$ cat src/rtl/cgra_config.svh
// Mesh size, datapath widths and PE frame field positions
// Frame layout: opcode, two operand sources, output mask, immediate

`ifndef CGRA_CONFIG_SVH
`define CGRA_CONFIG_SVH

// Mesh dimensions
`define CGRA_ROWS 4
`define CGRA_COLS 4

// Datapath and frame widths
`define CGRA_DATA_WIDTH 16
`define CGRA_FRAME_WIDTH 64

// Frame field positions, bits 15:14 and 63:32 reserved
`define CGRA_OP_LSB 0
`define CGRA_SRC_A_LSB 4
`define CGRA_SRC_B_LSB 7
// Mask bit 0 north, 1 east, 2 south, 3 west
`define CGRA_MASK_LSB 10
`define CGRA_IMM_LSB 16

`endif

$ cat src/rtl/cgra_pkg.sv
// Shared CGRA types
// ALU opcode enum and operand source enum

`default_nettype none

package cgra_pkg;

    // ==================================================
    // ALU opcodes
    // ==================================================
    // Codes 10 to 15 are treated as NOP by the decoder
    typedef enum logic [3:0] {
        OP_NOP  = 4'd0,
        OP_ADD  = 4'd1,
        OP_SUB  = 4'd2,
        OP_MUL  = 4'd3,
        OP_AND  = 4'd4,
        OP_OR   = 4'd5,
        OP_XOR  = 4'd6,
        OP_SHL  = 4'd7,
        OP_SHR  = 4'd8,
        OP_PASS = 4'd9
    } pe_opcode_e;

    // ==================================================
    // Operand sources
    // ==================================================
    // Codes 6 and 7 fall back to the immediate
    typedef enum logic [2:0] {
        SRC_N    = 3'd0,
        SRC_E    = 3'd1,
        SRC_S    = 3'd2,
        SRC_W    = 3'd3,
        SRC_SELF = 3'd4,
        SRC_IMM  = 3'd5
    } pe_src_e;

endpackage

`default_nettype wire

$ cat src/rtl/pe_config_decode.sv
// PE frame register and field decode
// Operand selection and firing decision

`default_nettype none
`timescale 1ns/1ns

`include "cgra_config.svh"

module pe_config_decode import cgra_pkg::*; (
    input  logic                          clk,
    input  logic                          rst_n,
    input  logic [`CGRA_FRAME_WIDTH-1:0]  config_frame,
    input  logic                          config_valid,
    input  logic [`CGRA_DATA_WIDTH-1:0]   data_in_n,
    input  logic [`CGRA_DATA_WIDTH-1:0]   data_in_e,
    input  logic [`CGRA_DATA_WIDTH-1:0]   data_in_s,
    input  logic [`CGRA_DATA_WIDTH-1:0]   data_in_w,
    input  logic                          valid_in_n,
    input  logic                          valid_in_e,
    input  logic                          valid_in_s,
    input  logic                          valid_in_w,
    input  logic [`CGRA_DATA_WIDTH-1:0]   self_value,
    output pe_opcode_e                    opcode,
    output logic [`CGRA_DATA_WIDTH-1:0]   operand_a,
    output logic [`CGRA_DATA_WIDTH-1:0]   operand_b,
    output logic [3:0]                    out_mask,
    output logic                          fire
);

    logic [`CGRA_FRAME_WIDTH-1:0] frame_q;
    logic [3:0]                   op_raw;
    pe_src_e                      src_a;
    pe_src_e                      src_b;
    logic [`CGRA_DATA_WIDTH-1:0]  imm;
    logic                         a_valid;
    logic                         b_valid;

    function automatic logic [`CGRA_DATA_WIDTH-1:0] pick_operand(input pe_src_e src);
        case (src)
            SRC_N:    pick_operand = data_in_n;
            SRC_E:    pick_operand = data_in_e;
            SRC_S:    pick_operand = data_in_s;
            SRC_W:    pick_operand = data_in_w;
            SRC_SELF: pick_operand = self_value;
            default:  pick_operand = imm;
        endcase
    endfunction

    // Self and immediate sources are always ready
    function automatic logic source_valid(input pe_src_e src);
        case (src)
            SRC_N:   source_valid = valid_in_n;
            SRC_E:   source_valid = valid_in_e;
            SRC_S:   source_valid = valid_in_s;
            SRC_W:   source_valid = valid_in_w;
            default: source_valid = 1'b1;
        endcase
    endfunction

    // New frame takes effect the cycle after the strobe
    always_ff @(posedge clk) begin
        if (!rst_n) begin
            frame_q <= '0;
        end else if (config_valid) begin
            frame_q <= config_frame;
        end
    end

    assign op_raw   = frame_q[`CGRA_OP_LSB +: 4];
    assign opcode   = (op_raw > OP_PASS) ? OP_NOP : pe_opcode_e'(op_raw);
    assign src_a    = pe_src_e'(frame_q[`CGRA_SRC_A_LSB +: 3]);
    assign src_b    = pe_src_e'(frame_q[`CGRA_SRC_B_LSB +: 3]);
    assign out_mask = frame_q[`CGRA_MASK_LSB +: 4];
    assign imm      = frame_q[`CGRA_IMM_LSB +: `CGRA_DATA_WIDTH];

    always_comb begin
        operand_a = pick_operand(src_a);
        operand_b = pick_operand(src_b);
        a_valid   = source_valid(src_a);
        b_valid   = source_valid(src_b);
    end

    // No firing while frames are being loaded
    assign fire = !config_valid && (opcode != OP_NOP) && a_valid && b_valid;

endmodule

`default_nettype wire

$ cat src/rtl/pe_alu.sv
// PE execute unit
// Combinational ALU over the ten opcodes, 16-bit wrapped results

`default_nettype none
`timescale 1ns/1ns

`include "cgra_config.svh"

module pe_alu import cgra_pkg::*; (
    input  pe_opcode_e                   opcode,
    input  logic [`CGRA_DATA_WIDTH-1:0]  operand_a,
    input  logic [`CGRA_DATA_WIDTH-1:0]  operand_b,
    output logic [`CGRA_DATA_WIDTH-1:0]  result
);

    logic [3:0] shamt;

    // Shift amount from the low bits of B only
    assign shamt = operand_b[3:0];

    always_comb begin
        result = '0;
        case (opcode)
            OP_ADD:  result = operand_a + operand_b;
            OP_SUB:  result = operand_a - operand_b;
            // Low half of the product
            OP_MUL:  result = operand_a * operand_b;
            OP_AND:  result = operand_a & operand_b;
            OP_OR:   result = operand_a | operand_b;
            OP_XOR:  result = operand_a ^ operand_b;
            OP_SHL:  result = operand_a << shamt;
            OP_SHR:  result = operand_a >> shamt;
            OP_PASS: result = operand_a;
            default: result = '0;
        endcase
    end

endmodule

`default_nettype wire

$ cat src/rtl/pe_result_reg.sv
// PE result stage
// Result register, self-feedback value and masked direction valids

`default_nettype none
`timescale 1ns/1ns

`include "cgra_config.svh"

module pe_result_reg (
    input  logic                          clk,
    input  logic                          rst_n,
    input  logic                          fire,
    input  logic [`CGRA_DATA_WIDTH-1:0]   result,
    input  logic [3:0]                    out_mask,
    output logic [`CGRA_DATA_WIDTH-1:0]   data_out,
    output logic                          valid_out_n,
    output logic                          valid_out_e,
    output logic                          valid_out_s,
    output logic                          valid_out_w,
    output logic [`CGRA_DATA_WIDTH-1:0]   self_value
);

    logic [`CGRA_DATA_WIDTH-1:0] result_q;
    logic [3:0]                  valid_q;

    // Value holds between firings
    always_ff @(posedge clk) begin
        if (!rst_n) begin
            result_q <= '0;
            valid_q  <= '0;
        end else begin
            valid_q <= fire ? out_mask : 4'b0000;
            if (fire) begin
                result_q <= result;
            end
        end
    end

    assign data_out    = result_q;
    assign self_value  = result_q;
    assign valid_out_n = valid_q[0];
    assign valid_out_e = valid_q[1];
    assign valid_out_s = valid_q[2];
    assign valid_out_w = valid_q[3];

endmodule

`default_nettype wire

$ cat src/rtl/cgra_pe.sv
// One CGRA processing element
// Decode, execute and result stages with self-feedback loop

`default_nettype none
`timescale 1ns/1ns

`include "cgra_config.svh"

module cgra_pe import cgra_pkg::*; (
    input  logic                          clk,
    input  logic                          rst_n,
    input  logic [`CGRA_FRAME_WIDTH-1:0]  config_frame,
    input  logic                          config_valid,
    input  logic [`CGRA_DATA_WIDTH-1:0]   data_in_n,
    input  logic [`CGRA_DATA_WIDTH-1:0]   data_in_e,
    input  logic [`CGRA_DATA_WIDTH-1:0]   data_in_s,
    input  logic [`CGRA_DATA_WIDTH-1:0]   data_in_w,
    input  logic                          valid_in_n,
    input  logic                          valid_in_e,
    input  logic                          valid_in_s,
    input  logic                          valid_in_w,
    output logic [`CGRA_DATA_WIDTH-1:0]   data_out,
    output logic                          valid_out_n,
    output logic                          valid_out_e,
    output logic                          valid_out_s,
    output logic                          valid_out_w
);

    pe_opcode_e                  opcode;
    logic [`CGRA_DATA_WIDTH-1:0] operand_a;
    logic [`CGRA_DATA_WIDTH-1:0] operand_b;
    logic [`CGRA_DATA_WIDTH-1:0] result;
    logic [`CGRA_DATA_WIDTH-1:0] self_value;
    logic [3:0]                  out_mask;
    logic                        fire;

    pe_config_decode i_decode (
        .clk          (clk),
        .rst_n        (rst_n),
        .config_frame (config_frame),
        .config_valid (config_valid),
        .data_in_n    (data_in_n),
        .data_in_e    (data_in_e),
        .data_in_s    (data_in_s),
        .data_in_w    (data_in_w),
        .valid_in_n   (valid_in_n),
        .valid_in_e   (valid_in_e),
        .valid_in_s   (valid_in_s),
        .valid_in_w   (valid_in_w),
        .self_value   (self_value),
        .opcode       (opcode),
        .operand_a    (operand_a),
        .operand_b    (operand_b),
        .out_mask     (out_mask),
        .fire         (fire)
    );

    pe_alu i_alu (
        .opcode    (opcode),
        .operand_a (operand_a),
        .operand_b (operand_b),
        .result    (result)
    );

    // Last result feeds back to decode for accumulation
    pe_result_reg i_result (
        .clk         (clk),
        .rst_n       (rst_n),
        .fire        (fire),
        .result      (result),
        .out_mask    (out_mask),
        .data_out    (data_out),
        .valid_out_n (valid_out_n),
        .valid_out_e (valid_out_e),
        .valid_out_s (valid_out_s),
        .valid_out_w (valid_out_w),
        .self_value  (self_value)
    );

endmodule

`default_nettype wire

$ cat config.mk
export PLATFORM = sky130hd
export DESIGN_NAME = cgra_pe
export DESIGN_NICKNAME = d
export VERILOG_FILES = /design/src/rtl/cgra_pkg.sv /design/src/rtl/pe_config_decode.sv /design/src/rtl/pe_alu.sv /design/src/rtl/pe_result_reg.sv /design/src/rtl/cgra_pe.sv
export VERILOG_INCLUDE_DIRS = /design/src /design/src/rtl
export SDC_FILE = /design/constraint.sdc
export NUM_CORES = 1
export LEC_CHECK = 0
export BUFFER_PORTS_ARGS = -buffer_cell sky130_fd_sc_hd__buf_2
export CORE_UTILIZATION = 61
export DETAILED_ROUTE_END_ITERATION = 8
export GPL_ROUTABILITY_DRIVEN = 0
export HOLD_SLACK_MARGIN = 0.03
export MAX_ROUTING_LAYER = met4
export PLACE_DENSITY = 0.84
export SETUP_SLACK_MARGIN = 0.3
export SLEW_MARGIN = 20
export SYNTH_ARGS = -nofsm -noshare
export SYNTH_HDL_FRONTEND = slang
export SYNTH_HIERARCHICAL = 1
export SYNTH_SLANG_ARGS = --single-unit
$ cat constraint.sdc
create_clock -name clk -period 8 [get_ports clk]
set_clock_uncertainty 0.05 [all_clocks]
set_input_delay 0.8 -clock clk [delete_from_list [all_inputs] [get_ports clk]]
set_output_delay 0.8 -clock clk [all_outputs]
set_load 0.005 [all_outputs]
==> impl_metrics.ini <==
[floorplan]
rows = 48
core_area_sq_um = 17360
die_x_microns = 135.4
start_util_pct = 62.59
dieArea_sq_um = 18350
ios = 155
die_h_microns = 135.4

[power_and_ir_drop]
ir_worst_vdd_mv = 0.9028
finalPower_w = 0.005206
power.density_nw_per_um2 = 445.4
p_leak_nw = 5.513

[worst_hold_path]
worstHoldPathType = flop to flop
hold_depth = 1

[detailed_routing]
drt-initial-drc-count = 1444
antenna_left = 0
drc = 1
firstDrtPassIters = 9
dr_total_vias = 10739
drt-total-wl_mm = 34.34
wl_per_cell_microns = 20.70
drt-vias-per-instance = 6.473

[sta]
slew_viol_final = 0
relSlewSlack_pct = 21.22
worst_pin_slew_ps = 1176
finalHoldViolCount = 0
rsz0062_at_grt = no
clock.fmax_mhz = 133.1
period_share_pct = 93.90
finalSetupViolations = 0
layout_min_cycle_time_ps = 7512
fin_setup_tns_ps = 0

[cts]
post_cts_buffers = 0
cts_root_buffer = clkbuf_16
cts_tree = done
clockBufferDepth = 2
cts_made_buffers = 5
cts_max_level = 2
cts_sinks = 50
clk_latency_ps = 300
clk_pin_slew_ps = 70

[synth]
ys_warn_count = 6
syn_inst = 1363
synth-seq-cells = 50
synth_cell_type_count = 80
netlist.area_leader.share_pct = 14.93
synth_edf_count = 0
synth_area_leaders = fa_1 15%, ha_1 11%, dfxtp_1 9.2%, mux2i_1 8.3%, nor2_1 5.3%
netlist_area_sq_um = 10860
yosys.area.top_type = fa_1
yosys_most_used_dff = dfxtp_1
postSynth.asyncResetShare_pct = 0
yosysSeqAreaShare_pct = 9.214
postSynthAreaPerCell_sq_um = 7.970
syn-num-nets = 1677

[layout]
antenna_cells = 0
seqCellArea_sq_um = 1001
multi_input_area_sq_um = 8707
fillCellCount = 1354
nNetsFinal = 1747
post-route-util_pct = 67.34
drive_above_1_share_pct = 15.76
syn_to_final_growth_pct = 7.591

[global_route]
use_met3_pct = 8.979
gr-total-overflow = 0
grt_pass1_vias = 10314
use_met1_pct = 47.95
grt_use_total_pct = 39.89
grt_max_degree = 51
antenna_found_initial = 0
busiest_layer = met2
met2_usage_pct = 59.09
grt_pass1_wl_mm = 54.64

[critical_path]
worst_r2r_path_depth = 24
path_class = flop to flop
cp_max_fo = 15
cp.required_ps = 8130
worstPathArrival_ps = 7640
worstSetupEndpointType = flop
critPathLaunchType = flop

[placed_design]
portBuffers = 120
hpwl_mm = 26.86

[outcome]
failed_checks = design-rule violations
status = finished, violations left

[run]
maxCapViolCount = 0
## worst max-delay path, cell delays in order (launching register included)
cell and delay (ps):
dfxtp_1 470, nor2_4 510, mux2i_1 140, o21ai_1 580, inv_1 340, nor2_1 200
fa_1 430, inv_1 80, fa_1 430, fa_1 500, fa_1 540, inv_1 50
fa_1 470, inv_1 50, fa_1 470, inv_1 40, ha_1 360, nand3_1 90
a21oi_1 210, nor2_1 100, a211o_1 300, xnor2_1 510, o221ai_1 210, mux2i_1 170
nor2b_1 80
## state kept, by name, summed over array words and instances (netlist names)
name	cells
i_result/valid_q	4
i_decode/frame_q	30
i_result/data_out	16
## power breakdown
part | switching [W] | internal, W | total, W
logic | 0.00293 | 0.00178 | 0.00471
registers | 0.0000156 | 0.000261 | 0.000277
clock network | 0.000101 | 0.000119 | 0.000220
## per-stage QoR
step           instances  hold WS (ps)  instance area, sq um  setup WS [ps]
4_1_cts             1658         453.8                 11680          779.7
6_report            1659         452.3                 11690          487.6
5_1_grt             1659         487.1                 11690          378.9
2_1_floorplan       1363         434.0                 10860          950.5
3_5_place_dp        1650         437.5                 11520          797.3
3_3_place_gp        1650         424.6                 11520          823.1
## metal layers
layer	up-vias	share of wire [%]
met5	-	0
met4	0	7.9
met3	216	12
met2	832	43
met1	4946	36
li1	4745	-
## final cells by class
type | instances | area share (%)
well taps | 225 | 2.409
multi-input cells | 1053 | 74.50
clock inverters | 3 | 0.2248
repair buffers | 169 | 8.286
flip-flops and latches | 50 | 8.564
clock buffers | 5 | 1.071
inverters | 154 | 4.946
## worst paths after layout
check	from	end	slack (ps)
worst max register to register	i_decode/frame_q[4]	i_result/data_out[15]	490
worst min-delay path	i_decode/frame_q[13]	i_result/valid_q[3]	450
worst min register to register	i_decode/frame_q[13]	i_result/valid_q[3]	450
worst max-delay path	i_decode/frame_q[4]	i_result/data_out[15]	490
## cell families (layout without fill, tap and decap cells)
| logic type | Yosys count | after routing | synth area share, % |
|---|---|---|---|
| xor+xnor | 66 | 66 | 5.321 |
| buf+inv | 260 | 331 | 11.00 |
| mux | 118 | 118 | 13.65 |
| compound gates | 260 | 260 | 15.98 |
| fa+ha+maj | 179 | 179 | 26.22 |
| simple gates | 430 | 430 | 18.62 |
| flops | 50 | 50 | 9.214 |
## placed cells by master, fill, tap and decap left out, types with 14 or more instances in the layout
master and count:
buf_4 49, dfxtp_1 50, buf_2 120, a211oi_1 17
nor2_1 151, xnor2_1 51, nor2b_1 57, fa_1 81
ha_1 98, nand2_1 120, a22oi_1 14, o21ai_0 41
a21oi_1 59, nor3_1 31, xor2_1 15, mux2i_1 90
nand2b_1 21, o21ai_1 21, mux4_2 21, inv_1 149
## timing repair
action,4_1_cts,5_1_grt
endpoints found under the setup margin,0,1
hold buffers,0,0
resized for setup,0,1
## cells in the mapped netlist (all sizes together), types with 5 or more instances
cell type    n
o211ai      10
a31oi       11
xnor2       51
nand2b      22
a21oi       62
dfxtp       50
mux4        23
o22ai       10
mux2i       90
nor4         7
a21o        10
o221ai       8
nand2      122
clkbuf      30
nor2b       57
nor3        32
buf         76
xor2        15
or3          6
a22oi       14
a211oi      18
o21ai       63
nor2       153
nand3       10
a221oi       6
ha          98
mux2         5
inv        153
and3         5
fa          81
Power figures use the tool's default switching activity.
